[src/ifu_pkg.sv]
package ifu_pkg;

  // datapath widths
  localparam int XLEN = 64;
  localparam int ILEN = 32;

  // configuration bus geometry
  localparam int CFG_AW = 4;
  localparam int CFG_DW = 32;
  localparam logic [1:0] AXI_RESP_OKAY = 2'b00;

  // major opcodes of the control-transfer instructions
  localparam logic [6:0] OPC_BRANCH = 7'b1100011;
  localparam logic [6:0] OPC_JALR   = 7'b1100111;
  localparam logic [6:0] OPC_JAL    = 7'b1101111;

  // configuration register byte offsets
  localparam logic [CFG_AW-1:0] CFG_CTRL     = 4'h0;
  localparam logic [CFG_AW-1:0] CFG_BOOT_LO  = 4'h4;
  localparam logic [CFG_AW-1:0] CFG_BOOT_HI  = 4'h8;
  localparam logic [CFG_AW-1:0] CFG_JUMP_CNT = 4'hc;

  // control register fields
  localparam int CTRL_RUN_BIT    = 0;
  localparam int CTRL_BPU_EN_BIT = 1;

  // fetch master states, idle is FS_ADDR with arvalid low
  localparam logic [1:0] FS_ADDR = 2'd0;
  localparam logic [1:0] FS_DATA = 2'd1;
  localparam logic [1:0] FS_PRES = 2'd2;

  // one instruction word seen through the immediate formats
  typedef union packed {
    logic [ILEN-1:0] word;
    struct packed {
      logic [11:0] imm;
      logic [4:0]  rs1;
      logic [2:0]  funct3;
      logic [4:0]  rd;
      logic [6:0]  opcode;
    } i;
    struct packed {
      logic        imm12;
      logic [5:0]  imm10_5;
      logic [4:0]  rs2;
      logic [4:0]  rs1;
      logic [2:0]  funct3;
      logic [3:0]  imm4_1;
      logic        imm11;
      logic [6:0]  opcode;
    } b;
    struct packed {
      logic        imm20;
      logic [9:0]  imm10_1;
      logic        imm11;
      logic [7:0]  imm19_12;
      logic [4:0]  rd;
      logic [6:0]  opcode;
    } j;
  } rv_inst_u;

endpackage
[src/ifu_top.sv]
module ifu_top (
  input  logic                         clk_i,
  input  logic                         arst_n_i,
  // instruction memory read channel
  output logic [ifu_pkg::XLEN-1:0]     mem_araddr_o,
  output logic                         mem_arvalid_o,
  input  logic                         mem_arready_i,
  input  logic [ifu_pkg::ILEN-1:0]     mem_rdata_i,
  input  logic                         mem_rvalid_i,
  output logic                         mem_rready_o,
  // configuration slave
  input  logic [ifu_pkg::CFG_AW-1:0]   cfg_awaddr_i,
  input  logic                         cfg_awvalid_i,
  output logic                         cfg_awready_o,
  input  logic [ifu_pkg::CFG_DW-1:0]   cfg_wdata_i,
  input  logic [ifu_pkg::CFG_DW/8-1:0] cfg_wstrb_i,
  input  logic                         cfg_wvalid_i,
  output logic                         cfg_wready_o,
  output logic [1:0]                   cfg_bresp_o,
  output logic                         cfg_bvalid_o,
  input  logic                         cfg_bready_i,
  input  logic [ifu_pkg::CFG_AW-1:0]   cfg_araddr_i,
  input  logic                         cfg_arvalid_i,
  output logic                         cfg_arready_o,
  output logic [ifu_pkg::CFG_DW-1:0]   cfg_rdata_o,
  output logic [1:0]                   cfg_rresp_o,
  output logic                         cfg_rvalid_o,
  input  logic                         cfg_rready_i,
  // back end
  input  logic                         redirect_valid_i,
  input  logic [ifu_pkg::XLEN-1:0]     redirect_pc_i,
  output logic                         inst_valid_o,
  input  logic                         inst_ready_i,
  output logic [ifu_pkg::ILEN-1:0]     inst_o,
  output logic [ifu_pkg::XLEN-1:0]     inst_pc_o,
  output logic                         inst_pred_taken_o
);
  import ifu_pkg::*;

  logic            run;
  logic            bpu_en;
  logic [XLEN-1:0] boot_pc;
  logic            fetch_req;
  logic [XLEN-1:0] fetch_pc;
  logic            fetch_kill;
  logic            fetch_done;
  logic [ILEN-1:0] fetch_inst;
  logic            pred_taken;
  logic            jump_taken;
  logic [XLEN-1:0] bpu_op1;
  logic [XLEN-1:0] bpu_op2;
  logic            bpu_valid;

  // bus ports share their names with the top level
  ifu_cfg_regs u_cfg_regs (
    .*,
    .jump_taken_i (jump_taken),
    .run_o        (run),
    .bpu_en_o     (bpu_en),
    .boot_pc_o    (boot_pc)
  );

  ifu_pc_gen u_pc_gen (
    .clk_i            (clk_i),
    .arst_n_i         (arst_n_i),
    .run_i            (run),
    .bpu_en_i         (bpu_en),
    .boot_pc_i        (boot_pc),
    .redirect_valid_i (redirect_valid_i),
    .redirect_pc_i    (redirect_pc_i),
    .fetch_done_i     (fetch_done),
    .bpu_pc_op1_i     (bpu_op1),
    .bpu_pc_op2_i     (bpu_op2),
    .bpu_pc_valid_i   (bpu_valid),
    .fetch_req_o      (fetch_req),
    .fetch_pc_o       (fetch_pc),
    .fetch_kill_o     (fetch_kill),
    .pred_taken_o     (pred_taken),
    .jump_taken_o     (jump_taken)
  );

  ifu_fetch_axi u_fetch_axi (
    .*,
    .fetch_req_i  (fetch_req),
    .fetch_pc_i   (fetch_pc),
    .fetch_kill_i (fetch_kill),
    .pred_taken_i (pred_taken),
    .fetch_inst_o (fetch_inst),
    .fetch_done_o (fetch_done)
  );

  // the pc register holds the fetched word's address until fetch_done
  bpu_top u_bpu (
    .inst_data_i    (fetch_inst),
    .pc_if_i        (fetch_pc),
    .bpu_pc_op1_o   (bpu_op1),
    .bpu_pc_op2_o   (bpu_op2),
    .bpu_pc_valid_o (bpu_valid)
  );

endmodule

[src/ifu_cfg_regs.sv]
module ifu_cfg_regs (
  input  logic                         clk_i,
  input  logic                         arst_n_i,
  input  logic [ifu_pkg::CFG_AW-1:0]   cfg_awaddr_i,
  input  logic                         cfg_awvalid_i,
  output logic                         cfg_awready_o,
  input  logic [ifu_pkg::CFG_DW-1:0]   cfg_wdata_i,
  input  logic [ifu_pkg::CFG_DW/8-1:0] cfg_wstrb_i,
  input  logic                         cfg_wvalid_i,
  output logic                         cfg_wready_o,
  output logic [1:0]                   cfg_bresp_o,
  output logic                         cfg_bvalid_o,
  input  logic                         cfg_bready_i,
  input  logic [ifu_pkg::CFG_AW-1:0]   cfg_araddr_i,
  input  logic                         cfg_arvalid_i,
  output logic                         cfg_arready_o,
  output logic [ifu_pkg::CFG_DW-1:0]   cfg_rdata_o,
  output logic [1:0]                   cfg_rresp_o,
  output logic                         cfg_rvalid_o,
  input  logic                         cfg_rready_i,
  input  logic                         jump_taken_i,
  output logic                         run_o,
  output logic                         bpu_en_o,
  output logic [ifu_pkg::XLEN-1:0]     boot_pc_o
);
  import ifu_pkg::*;

  logic                aw_hold_q;
  logic                w_hold_q;
  logic                bvalid_q;
  logic                rvalid_q;
  logic [CFG_AW-1:0]   awaddr_q;
  logic [CFG_DW-1:0]   wdata_q;
  logic [CFG_DW/8-1:0] wstrb_q;
  logic [CFG_DW-1:0]   rdata_q;
  logic                aw_hs;
  logic                w_hs;
  logic                do_write;
  logic [CFG_AW-1:0]   waddr;
  logic [CFG_DW-1:0]   wdata;
  logic [CFG_DW/8-1:0] wstrb;
  logic                run_q;
  logic                bpu_en_q;
  logic [XLEN-1:0]     boot_pc_q;
  logic [CFG_DW-1:0]   jump_cnt_q;
  logic [CFG_DW-1:0]   ctrl_word;
  logic [CFG_DW-1:0]   rd_word;
  logic [CFG_DW-1:0]   wr_ctrl;
  logic [CFG_DW-1:0]   wr_lo;
  logic [CFG_DW-1:0]   wr_hi;

  // byte-lane merge of a write into the current value
  function automatic logic [CFG_DW-1:0] merge_strb(input logic [CFG_DW-1:0] old_v,
                                                   input logic [CFG_DW-1:0] new_v,
                                                   input logic [CFG_DW/8-1:0] strb);
    logic [CFG_DW-1:0] res;
    res = old_v;
    for (int b = 0; b < CFG_DW/8; b++) begin
      if (strb[b]) begin
        res[8*b +: 8] = new_v[8*b +: 8];
      end
    end
    return res;
  endfunction

  // AW and W are taken independently, the write fires once both are in
  assign aw_hs    = cfg_awvalid_i & cfg_awready_o;
  assign w_hs     = cfg_wvalid_i & cfg_wready_o;
  assign do_write = (aw_hs | aw_hold_q) & (w_hs | w_hold_q);
  assign waddr    = aw_hold_q ? awaddr_q : cfg_awaddr_i;
  assign wdata    = w_hold_q ? wdata_q : cfg_wdata_i;
  assign wstrb    = w_hold_q ? wstrb_q : cfg_wstrb_i;

  always_comb begin
    ctrl_word                  = '0;
    ctrl_word[CTRL_RUN_BIT]    = run_q;
    ctrl_word[CTRL_BPU_EN_BIT] = bpu_en_q;
  end

  assign wr_ctrl = merge_strb(ctrl_word, wdata, wstrb);
  assign wr_lo   = merge_strb(boot_pc_q[CFG_DW-1:0], wdata, wstrb);
  assign wr_hi   = merge_strb(boot_pc_q[XLEN-1:CFG_DW], wdata, wstrb);

  always_comb begin
    case (cfg_araddr_i)
      CFG_CTRL:     rd_word = ctrl_word;
      CFG_BOOT_LO:  rd_word = boot_pc_q[CFG_DW-1:0];
      CFG_BOOT_HI:  rd_word = boot_pc_q[XLEN-1:CFG_DW];
      CFG_JUMP_CNT: rd_word = jump_cnt_q;
      default:      rd_word = '0;
    endcase
  end

  always_ff @(posedge clk_i or negedge arst_n_i) begin
    if (!arst_n_i) begin
      aw_hold_q  <= 1'b0;
      w_hold_q   <= 1'b0;
      bvalid_q   <= 1'b0;
      rvalid_q   <= 1'b0;
      run_q      <= 1'b0;
      bpu_en_q   <= 1'b0;
      boot_pc_q  <= '0;
      jump_cnt_q <= '0;
    end else begin
      aw_hold_q <= ~do_write & (aw_hold_q | aw_hs);
      w_hold_q  <= ~do_write & (w_hold_q | w_hs);

      if (do_write) begin
        bvalid_q <= 1'b1;
      end else if (cfg_bready_i) begin
        bvalid_q <= 1'b0;
      end

      if (cfg_arvalid_i && cfg_arready_o) begin
        rvalid_q <= 1'b1;
      end else if (cfg_rready_i) begin
        rvalid_q <= 1'b0;
      end

      if (do_write) begin
        case (waddr)
          CFG_CTRL: begin
            run_q    <= wr_ctrl[CTRL_RUN_BIT];
            bpu_en_q <= wr_ctrl[CTRL_BPU_EN_BIT];
          end
          CFG_BOOT_LO: boot_pc_q[CFG_DW-1:0]    <= wr_lo;
          CFG_BOOT_HI: boot_pc_q[XLEN-1:CFG_DW] <= wr_hi;
          default: ;
        endcase
      end

      // any write to the counter clears it, otherwise count up and stick at max
      if (do_write && (waddr == CFG_JUMP_CNT)) begin
        jump_cnt_q <= '0;
      end else if (jump_taken_i && (jump_cnt_q != '1)) begin
        jump_cnt_q <= jump_cnt_q + CFG_DW'(1);
      end
    end
  end

  always_ff @(posedge clk_i) begin
    if (aw_hs) begin
      awaddr_q <= cfg_awaddr_i;
    end
    if (w_hs) begin
      wdata_q <= cfg_wdata_i;
      wstrb_q <= cfg_wstrb_i;
    end
    if (cfg_arvalid_i && cfg_arready_o) begin
      rdata_q <= rd_word;
    end
  end

  assign cfg_awready_o = ~aw_hold_q & ~bvalid_q;
  assign cfg_wready_o  = ~w_hold_q & ~bvalid_q;
  assign cfg_bresp_o   = AXI_RESP_OKAY;
  assign cfg_bvalid_o  = bvalid_q;
  assign cfg_arready_o = ~rvalid_q;
  assign cfg_rdata_o   = rdata_q;
  assign cfg_rresp_o   = AXI_RESP_OKAY;
  assign cfg_rvalid_o  = rvalid_q;

  assign run_o     = run_q;
  assign bpu_en_o  = bpu_en_q;
  assign boot_pc_o = boot_pc_q;

endmodule

[src/ifu_fetch_axi.sv]
module ifu_fetch_axi (
  input  logic                     clk_i,
  input  logic                     arst_n_i,
  input  logic                     fetch_req_i,
  input  logic [ifu_pkg::XLEN-1:0] fetch_pc_i,
  input  logic                     fetch_kill_i,
  input  logic                     pred_taken_i,
  output logic [ifu_pkg::XLEN-1:0] mem_araddr_o,
  output logic                     mem_arvalid_o,
  input  logic                     mem_arready_i,
  input  logic [ifu_pkg::ILEN-1:0] mem_rdata_i,
  input  logic                     mem_rvalid_i,
  output logic                     mem_rready_o,
  output logic [ifu_pkg::ILEN-1:0] fetch_inst_o,
  output logic                     fetch_done_o,
  output logic                     inst_valid_o,
  input  logic                     inst_ready_i,
  output logic [ifu_pkg::ILEN-1:0] inst_o,
  output logic [ifu_pkg::XLEN-1:0] inst_pc_o,
  output logic                     inst_pred_taken_o
);
  import ifu_pkg::*;

  logic [1:0]      state_q;
  logic            arvalid_q;
  logic [XLEN-1:0] araddr_q;
  logic [ILEN-1:0] inst_q;
  logic            issue;
  logic            drop;
  logic            accept;

  assign issue  = (state_q == FS_ADDR) & ~arvalid_q & fetch_req_i;
  // killed response is taken off R here and never reaches the output
  assign drop   = (state_q == FS_DATA) & mem_rvalid_i & fetch_kill_i;
  assign accept = (state_q == FS_PRES) & inst_ready_i;

  always_ff @(posedge clk_i or negedge arst_n_i) begin
    if (!arst_n_i) begin
      state_q   <= FS_ADDR;
      arvalid_q <= 1'b0;
    end else begin
      case (state_q)
        FS_ADDR: begin
          if (arvalid_q && mem_arready_i) begin
            arvalid_q <= 1'b0;
            state_q   <= FS_DATA;
          end else if (issue) begin
            arvalid_q <= 1'b1;
          end
        end
        FS_DATA: begin
          if (mem_rvalid_i) begin
            state_q <= fetch_kill_i ? FS_ADDR : FS_PRES;
          end
        end
        FS_PRES: begin
          if (inst_ready_i) begin
            state_q <= FS_ADDR;
          end
        end
        default: state_q <= FS_ADDR;
      endcase
    end
  end

  // address and word are held until the instruction is accepted
  always_ff @(posedge clk_i) begin
    if (issue) begin
      araddr_q <= fetch_pc_i;
    end
    if ((state_q == FS_DATA) && mem_rvalid_i) begin
      inst_q <= mem_rdata_i;
    end
  end

  assign mem_araddr_o  = araddr_q;
  assign mem_arvalid_o = arvalid_q;
  assign mem_rready_o  = (state_q == FS_DATA);

  assign fetch_inst_o = inst_q;
  assign fetch_done_o = drop | accept;

  assign inst_valid_o      = (state_q == FS_PRES);
  assign inst_o            = inst_q;
  assign inst_pc_o         = araddr_q;
  assign inst_pred_taken_o = pred_taken_i & inst_valid_o;

endmodule

[src/ifu_pc_gen.sv]
module ifu_pc_gen (
  input  logic                     clk_i,
  input  logic                     arst_n_i,
  input  logic                     run_i,
  input  logic                     bpu_en_i,
  input  logic [ifu_pkg::XLEN-1:0] boot_pc_i,
  input  logic                     redirect_valid_i,
  input  logic [ifu_pkg::XLEN-1:0] redirect_pc_i,
  input  logic                     fetch_done_i,
  input  logic [ifu_pkg::XLEN-1:0] bpu_pc_op1_i,
  input  logic [ifu_pkg::XLEN-1:0] bpu_pc_op2_i,
  input  logic                     bpu_pc_valid_i,
  output logic                     fetch_req_o,
  output logic [ifu_pkg::XLEN-1:0] fetch_pc_o,
  output logic                     fetch_kill_o,
  output logic                     pred_taken_o,
  output logic                     jump_taken_o
);
  import ifu_pkg::*;

  logic [XLEN-1:0] pc_q;
  logic [XLEN-1:0] pc_seq;
  logic [XLEN-1:0] pc_pred;
  logic            fetching_q;
  logic            kill_q;
  logic            run_q;
  logic            boot_load;
  logic            taken;

  assign boot_load = run_i & ~run_q;
  assign taken     = bpu_en_i & bpu_pc_valid_i;
  assign pc_seq    = pc_q + XLEN'(4);
  assign pc_pred   = bpu_pc_op1_i + bpu_pc_op2_i;

  // any pc overwrite during a fetch kills the read in flight
  assign fetch_kill_o = kill_q | (fetching_q & (redirect_valid_i | boot_load));

  // hold off in the boot and redirect cycles so the request sees the new pc
  assign fetch_req_o  = run_i & run_q & ~fetching_q & ~redirect_valid_i;
  assign fetch_pc_o   = pc_q;
  assign pred_taken_o = taken;
  assign jump_taken_o = fetch_done_i & taken & ~fetch_kill_o;

  always_ff @(posedge clk_i or negedge arst_n_i) begin
    if (!arst_n_i) begin
      pc_q       <= '0;
      fetching_q <= 1'b0;
      kill_q     <= 1'b0;
      run_q      <= 1'b0;
    end else begin
      run_q <= run_i;

      // redirect beats boot, boot beats the prediction
      if (redirect_valid_i) begin
        pc_q <= redirect_pc_i;
      end else if (boot_load) begin
        pc_q <= boot_pc_i;
      end else if (fetch_done_i && !kill_q) begin
        pc_q <= taken ? pc_pred : pc_seq;
      end

      if (fetch_done_i) begin
        fetching_q <= 1'b0;
      end else if (fetch_req_o) begin
        fetching_q <= 1'b1;
      end

      if (fetch_done_i) begin
        kill_q <= 1'b0;
      end else if (fetching_q && (redirect_valid_i || boot_load)) begin
        kill_q <= 1'b1;
      end
    end
  end

endmodule

[src/bpu_top.sv]
module bpu_top (
  input  logic [ifu_pkg::ILEN-1:0] inst_data_i,
  input  logic [ifu_pkg::XLEN-1:0] pc_if_i,
  output logic [ifu_pkg::XLEN-1:0] bpu_pc_op1_o,
  output logic [ifu_pkg::XLEN-1:0] bpu_pc_op2_o,
  output logic                     bpu_pc_valid_o
);
  import ifu_pkg::*;

  rv_inst_u        inst;
  logic [XLEN-1:0] imm_i;
  logic [XLEN-1:0] imm_b;
  logic [XLEN-1:0] imm_j;
  logic            is_branch;
  logic            is_jalr;
  logic            is_jal;
  logic            rs1_zero;

  assign inst = inst_data_i;

  // sign-extended immediates, B and J carry an implicit zero lsb
  assign imm_i = {{(XLEN-12){inst.i.imm[11]}}, inst.i.imm};
  assign imm_b = {{(XLEN-13){inst.b.imm12}}, inst.b.imm12, inst.b.imm11,
                  inst.b.imm10_5, inst.b.imm4_1, 1'b0};
  assign imm_j = {{(XLEN-21){inst.j.imm20}}, inst.j.imm20, inst.j.imm19_12,
                  inst.j.imm11, inst.j.imm10_1, 1'b0};

  assign is_branch = (inst.i.opcode == OPC_BRANCH);
  assign is_jalr   = (inst.i.opcode == OPC_JALR);
  assign is_jal    = (inst.i.opcode == OPC_JAL);
  assign rs1_zero  = (inst.i.rs1 == 5'd0);

  // target operands, summed by the pc generator
  always_comb begin
    bpu_pc_op1_o = '0;
    bpu_pc_op2_o = '0;
    if (is_branch) begin
      bpu_pc_op1_o = pc_if_i;
      bpu_pc_op2_o = imm_b;
    end else if (is_jal) begin
      bpu_pc_op1_o = pc_if_i;
      bpu_pc_op2_o = imm_j;
    end else if (is_jalr) begin
      // only x0 as base is known here, so the target is the immediate alone
      bpu_pc_op2_o = imm_i;
    end
  end

  // backward taken, forward not taken; jal always; jalr only off x0
  assign bpu_pc_valid_o = (is_branch & imm_b[XLEN-1])
                        | is_jal
                        | (is_jalr & rs1_zero);

endmodule

[config.mk]
export PLATFORM = sky130hd
export DESIGN_NAME = ifu_top
export DESIGN_NICKNAME = d
export VERILOG_FILES = /design/src/ifu_pkg.sv /design/src/ifu_top.sv /design/src/ifu_cfg_regs.sv /design/src/ifu_fetch_axi.sv /design/src/ifu_pc_gen.sv /design/src/bpu_top.sv
export SDC_FILE = /design/constraint.sdc
export NUM_CORES = 1
export LEC_CHECK = 0
export ABC_CLOCK_PERIOD_IN_PS = 8700
export CORE_ASPECT_RATIO = 0.9
export CORE_UTILIZATION = 35
export CTS_CLUSTER_SIZE = 8
export DETAILED_ROUTE_END_ITERATION = 12
export DONT_BUFFER_PORTS = 1
export PLACE_DENSITY_LB_ADDON = 0.1
export SYNTH_ARGS = -nofsm -noshare
export SYNTH_HDL_FRONTEND = slang
export SYNTH_SLANG_ARGS = --single-unit
[constraint.sdc]
create_clock -name clk_i -period 8.7 [get_ports clk_i]
set_input_delay 1.74 -clock clk_i [delete_from_list [all_inputs] [get_ports clk_i]]
set_output_delay 1.74 -clock clk_i [all_outputs]
set_load 0.05 [all_outputs]
# After elaboration in Yosys (flattened, before gate mapping)
# Index checks and enable logic that the tools add are counted.
# totals
reg_bits,340
latchBits,0
ramBits,0
mem_bits_ro,0
inputBits,151
word_cells,146
mem_count,0
# op_classes
n_addsub,3
multipliers,0
div_mod_pow,0
n_lt_le_gt_ge,0
eq_ne,15
shifts,0
n_mux,30
n_bitwise,40
n_reduce_logical,31
# op_table
operator,count
$mux W64,9
$pmux W32 S4,1
$mux W32,3
$add A64 B3 Y64 const B,1
$add A64 B64 Y64,1
$add A32 B1 Y32 const B,1
$ne A32 B32 Y1 const B,1
$reduce_and A3 Y1,10
$and A1 B1 Y1,23
$eq A7 B7 Y1 const B,3
$eq A4 B4 Y1 const B,4
$reduce_bool A2 Y1,6
$mux W1,10
$not A1 Y1,10
$eq A4 B3 Y1 const B,2
$logic_not A4 Y1,2
$mux W2,4
$mux W4,2
$logic_and A1 B1 Y1,7
$or A1 B1 Y1,7
$ne A2 B2 Y1 const B,3
$pmux W2 S3,1
$logic_not A5 Y1,1
$reduce_bool A3 Y1,1
other kinds (6),6

# Logic depth before layout (Yosys ltp)
# depth
depth_word,12
mapped_depth,20
ltp_nobuf,17

# Cells and area by module
# A second synthesis with hierarchy kept.
# unflattened
cells_unflattened,2240
hier_area_um2,21921.0
# by_module_without_submodules
module,n_inst,cells_per_inst,area_per_inst_um2,seq_area_each_um2
ifu_pc_gen,1,1300,9212.6,1676.6
ifu_cfg_regs,1,562,7866.3,4714.5
ifu_fetch_axi,1,209,3783.6,2957.8
bpu_top,1,169,1058.5,0.0

# Least setup slack after synthesis
# Ideal clock, no wire load.
# synth_timing
path_type,input -> register
startpoint,input redirect_valid_i
endpoint,"register u_fetch_axi.araddr_q[0], in the netlist u_fetch_axi.inst_pc_o[0], enable pin"
setup_time_ns,0.486
arrival_time_ns,5.343
required_time_ns,8.214
setup_slack_ns,2.870
path_stages,6
n_path_buf,3
cell_sequence,clkbuf_1 > clkbuf_1 > clkbuf_1 > nor3_1 > nand2_1 > nor2_1
# synth_via
elab_chain_len,3
# synth_lines
element,line_no,text
from (decl),ifu_top.sv:30,"input logic redirect_valid_i,"
$not A1 Y1,ifu_pc_gen.sv:39,assign fetch_req_o = run_i & run_q & ~fetching_q & ~redirect_valid_i;
$and A1 B1 Y1,ifu_pc_gen.sv:39,
$and A1 B1 Y1,ifu_fetch_axi.sv:32,assign issue = (state_q == FS_ADDR) & ~arvalid_q & fetch_req_i;
named net u_fetch_axi.issue,ifu_fetch_axi.sv:28,logic issue;
to (signal assigned),ifu_fetch_axi.sv:69,araddr_q <= fetch_pc_i;
to (decl),ifu_fetch_axi.sv:26,logic [XLEN-1:0] araddr_q;
# The timed path passes the listed nets, and every way through them passes these cells.
# A chain may end at the register's enable or synchronous reset.

# Worst setup path in the final report
# layout_timing
startpoint,"register u_fetch_axi.inst_q[1], in the netlist u_fetch_axi.fetch_inst_o[1]"
endpoint,"register u_pc_gen.pc_q[53], in the netlist u_pc_gen.fetch_pc_o[53]"
# layout_via
elab_chain_len,9
word_cells_on_any_way,18
classes_between,add/sub (1); eq/ne (3); mux (9); bitwise (5)
# layout_lines
element,line_no,text
from (decl),ifu_fetch_axi.sv:27,logic [ILEN-1:0] inst_q;
from (signal assigned),ifu_fetch_axi.sv:72,inst_q <= mem_rdata_i;
$eq A7 B7 Y1 (on tied branches),"bpu_top.sv:29, bpu_top.sv:28",
$mux W64 / $and A1 B1 Y1 (equally long branches),"bpu_top.sv:43, bpu_top.sv:50",
$mux W64 / $or A1 B1 Y1 (equally long branches),"bpu_top.sv:40, bpu_top.sv:51",
$mux W64 / $or A1 B1 Y1 (equally long branches),"bpu_top.sv:37, bpu_top.sv:52",
$add A64 B64 Y64 / $and A1 B1 Y1 (equally long branches),"ifu_pc_gen.sv:33, ifu_pc_gen.sv:31",
$mux W64 (*),ifu_pc_gen.sv:59,pc_q <= taken ? pc_pred : pc_seq;
$mux W64 (*),ifu_pc_gen.sv:58,end else if (fetch_done_i && !kill_q) begin
$mux W64 (*),ifu_pc_gen.sv:56,end else if (boot_load) begin
$mux W64 (*),ifu_pc_gen.sv:54,if (redirect_valid_i) begin
to (signal assigned),ifu_pc_gen.sv:55,pc_q <= redirect_pc_i;
to (signal assigned),ifu_pc_gen.sv:57,pc_q <= boot_pc_i;
to (signal assigned),ifu_pc_gen.sv:59,
to (decl),ifu_pc_gen.sv:21,logic [XLEN-1:0] pc_q;
# Mark *: on every way between the ends. The rest lies on a longest branch, timed or not. The select of a mux whose other input is x is not followed.

==> summary.md <==
| Metric | Value |
|---|---|
| First-pass GRT wire length | about 110 mm |
| Setup TNS | 0 ps |
| Area fraction in compound gates after synthesis | 18.0% |
| Post-Syn Area | a little over 0.02 sq mm |
| Reg clk slew, reported paths | ~60 ps |
| Setup WS post-layout | about 2500 ps |
| CTS tree | built |
| Post-synth EDFFs | 168 |
| PD cells | 257 mW/mm^2 |
| Yosys top cell area share | between 20% and 30% |
| GRT overflow | 0 |
| Type of destination of the critical path | register |
| Initial antenna violation count | 15 |
| IO Pins | ~360 |
| Yosys cell types | slightly above 80 |
| Die footprint | 0.0597 sq mm |
| # port buffers | 0 |
| CTS resizes | 0 |
| Routability cong. | slightly below 1 |
| Yosys warns | 0 |
| Clock Sinks | 340 |
| Largest net degree at the start of global routing | between 150 and 200 |
| Insertion delay to the later sink of the worst-skew pair | between 500 and 600 ps |
| H-tree levels | 2 |
| Met2 Use GR | about two fifths |
| Layout area overhead | 7.66% |
| DRC violations left | 0 |
| Global Route met3 Usage | between 6 and 7% |
| Vias in the first global route | around 16000 |
| Final Hold Viols | 0 |
| Routed vias/inst | just under 6 |
| Gr busiest metal | met2 |
| Most common cell after layout, fill and taps aside | a21oi_1 |
| Die Y | about 230 um |
| Maxcap violations | 0 |
| CTS root buffer | clkbuf_16 |
| Final core utilization | 38.5% |
| Synth Instances | between 2000 and 2500 |
| Slew Limit Fails | 0 |
| Startpoint Class | register |
| Clk buf depth | 3 |
| Peak supply drop | between 200 and 250 uV |
| Design Power | around 5.7 mW |
| WL final | slightly below 80 mm |
| Most frequent cells in the layout | 240 x a21oi_1, 227 x nor2_1, 182 x nand2_1 |
| Slew headroom | around a fifth |
| Initial Util | between 30% and 40% |
| Die X | around 260 um |
| Layout cell share with drive strength beyond 1 | under 10% |
| Synth area leader | edfxtp_1 |
| Mux share of post-synthesis cell area | approximately 2.2% |
| Layout Nets | between 2000 and 2500 |
| Max Fclk | 0.160 GHz |
| Largest family of logic cells by synthesized area | simple AND/OR/NAND/NOR gates |
| CP max FO | 27 |
| Crit path kind | register to register |
| Detailed Routing Iterations Pass 1 | 9 |
| Syn avg cell area | about 9.3 sq um |
| WP data required | slightly above 9000 ps |
| ANT nets after route | 0 |
| Starting DRT DRC Count | 1888 |
| Pre-CTS WS | roughly 2500 ps |
| Register area share after synthesis | roughly 45% |
| # setup viols final | 0 |
| Worst-margin pin slew | ~1200 ps |
| Top cells by area, synth | edfxtp_1 25%, dfrtp_1 21%, a21oi_1 5.8% |
| Worst Skew | approximately 23 ps |
| Fin crit share | a little under three quarters |
| CP Data Arrival Time | between 6000 and 7000 ps |
| Status | completed |
| Row cnt | slightly above 80 |
| GRT Util Overall | about 25% |
| DR vias | between 15000 and 20000 |
| Hold_buf cts | 0 |
| Wire length per cell | about 27 um |
| Xor/xnor share of the synthesized area | between 5 and 6% |
| Post-CTS Setup Bufs | 0 |
| Core area | 0.0575 sq mm |
| RSZ-0062 raised after global routing | no |
| Min Clock Period, post-route | 6250 ps |
| Synth Area in Adders | ~4.1% |
| Dpl hpwl | just under 60 mm |
| Worst hold path class | register to register |
| Leakage | 8.84 nW |
| Asr flop ratio synth | approximately half |
| Dominant synthesized flop cell | dfrtp_1 |
| Num CTS Buffers | 49 |
| Post-synthesis simple-gate area fraction | 18.5% |
| #FFs+latches synth | 340 |
| GR Util met1 | 34.1% |
## state kept, by name, indices dropped and copies added, names as in the netlist
| signal | flops |
|---|---|
| u_cfg_regs.wstrb_q | 4 |
| u_pc_gen.fetch_pc_o | 64 |
| u_pc_gen.kill_q | 1 |
| u_cfg_regs.awaddr_q | 4 |
| u_cfg_regs.cfg_rvalid_o | 1 |
| u_cfg_regs.aw_hold_q | 1 |
| u_pc_gen.run_q | 1 |
| u_cfg_regs.wdata_q | 32 |
| u_fetch_axi.mem_arvalid_o | 1 |
| u_cfg_regs.cfg_bvalid_o | 1 |
| u_fetch_axi.state_q | 2 |
| u_cfg_regs.jump_cnt_q | 32 |
| u_pc_gen.fetching_q | 1 |
| u_cfg_regs.boot_pc_o | 64 |
| u_cfg_regs.cfg_rdata_o | 32 |
| u_cfg_regs.bpu_en_o | 1 |
| u_cfg_regs.run_o | 1 |
| u_fetch_axi.inst_pc_o | 64 |
| u_cfg_regs.w_hold_q | 1 |
| u_fetch_axi.fetch_inst_o | 32 |
## power by group
group	switching [mW]	internal, mW
clock network	0.737	1.07
registers	0.700	2.07
logic	0.720	0.397
total	2.16	3.54
## stage by stage
stage | hold WS (ps) | instance area (sq um) | cells
global route | 514 | 22100 | 2896
floorplan | 423 | 20600 | 2217
global placement | 464 | 20700 | 2810
detailed placement | 485 | 20700 | 2810
finish | 478 | 22100 | 2900
CTS | 481 | 22100 | 2895
## final cells by class
class,count,area [sq um]
fillers,5789,35400
multi-input cells,1620,9970
flip-flops and latches,340,9350
clock buffers,81,1380
well taps,765,957
inverters,62,233
repair buffers,23,173
clock inverters,4,67.6
diodes,5,12.5
## critical path, stage by stage (launching register included)
cell      delay [ps]
edfxtp_1         650
nand2_1          130
or3_1            680
a21oi_1          470
and2_2           580
buf_4            450
ha_1             400
a21oi_1          290
o21ai_0          170
a221oi_1         280
o211ai_1         120
a21oi_1          450
o21ai_0          400
a41oi_1          440
a21oi_1          240
xnor2_1          170
o21ai_0          170
## routing by layer
layer	vias to the layer above	share of wire, %
li1	7761	-
met1	8406	44
met2	645	45
met3	138	7.7
met4	20	3.2
met5	-	0.17
## cells by family after synthesis
family                     Yosys count
buffers and inverters              257
AOI/OAI and AO/OA                  592
DFF                                340
muxes                               44
xor gates and xnor gates           125
other                                1
and+or+nand+nor                    789
adders and majority gates           66
## synthesized netlist by cell type (6+ instances only)
cell and n:
edfxtp_1 168, and3_1 37, a21o_1 34, clkbuf_1 105, o22ai_1 10, xnor2_1 61, ha_1 65, a221oi_1 16
nand2b_1 13, a22oi_1 10, o211ai_1 17, nand2_1 182, a31oi_1 22, a211oi_1 16, clkbuf_8 7, buf_1 6
o21bai_1 13, nor4_1 11, nand4_1 41, o21a_1 8, a2111oi_0 6, mux2i_1 41, nor2b_1 13, a222oi_1 30
a21oi_1 240, dfrtp_1 172, nor3_1 59, xor2_1 64, and2_1 78, inv_1 62, nor2_1 232, o21ai_0 113
nand3_1 71, or3_1 21, buf_4 69
## final timing paths
path / endpoint / slack [ps] / from / cells past startpoint
max in group asynchronous: u_pc_gen.fetch_pc_o[35]$_DFFE_PN0P_ / 7500 / arst_n_i / 0
min in group asynchronous: u_pc_gen.fetch_pc_o[55]$_DFFE_PN0P_ / 860 / arst_n_i / 0
hold reg to reg: u_fetch_axi.state_q[0]$_DFFE_PN0P_ / 480 / u_fetch_axi.state_q[1]$_DFFE_PN0P_ / 1
setup / recovery: u_pc_gen.fetch_pc_o[53]$_DFFE_PN0P_ / 2450 / u_fetch_axi.fetch_inst_o[1]$_DFFE_PP_ / 16
setup reg to reg: u_pc_gen.fetch_pc_o[53]$_DFFE_PN0P_ / 2450 / u_fetch_axi.fetch_inst_o[1]$_DFFE_PP_ / 16
hold / removal: u_fetch_axi.state_q[0]$_DFFE_PN0P_ / 480 / u_fetch_axi.state_q[1]$_DFFE_PN0P_ / 1
Note: power is estimated with default switching activity, not from simulation.
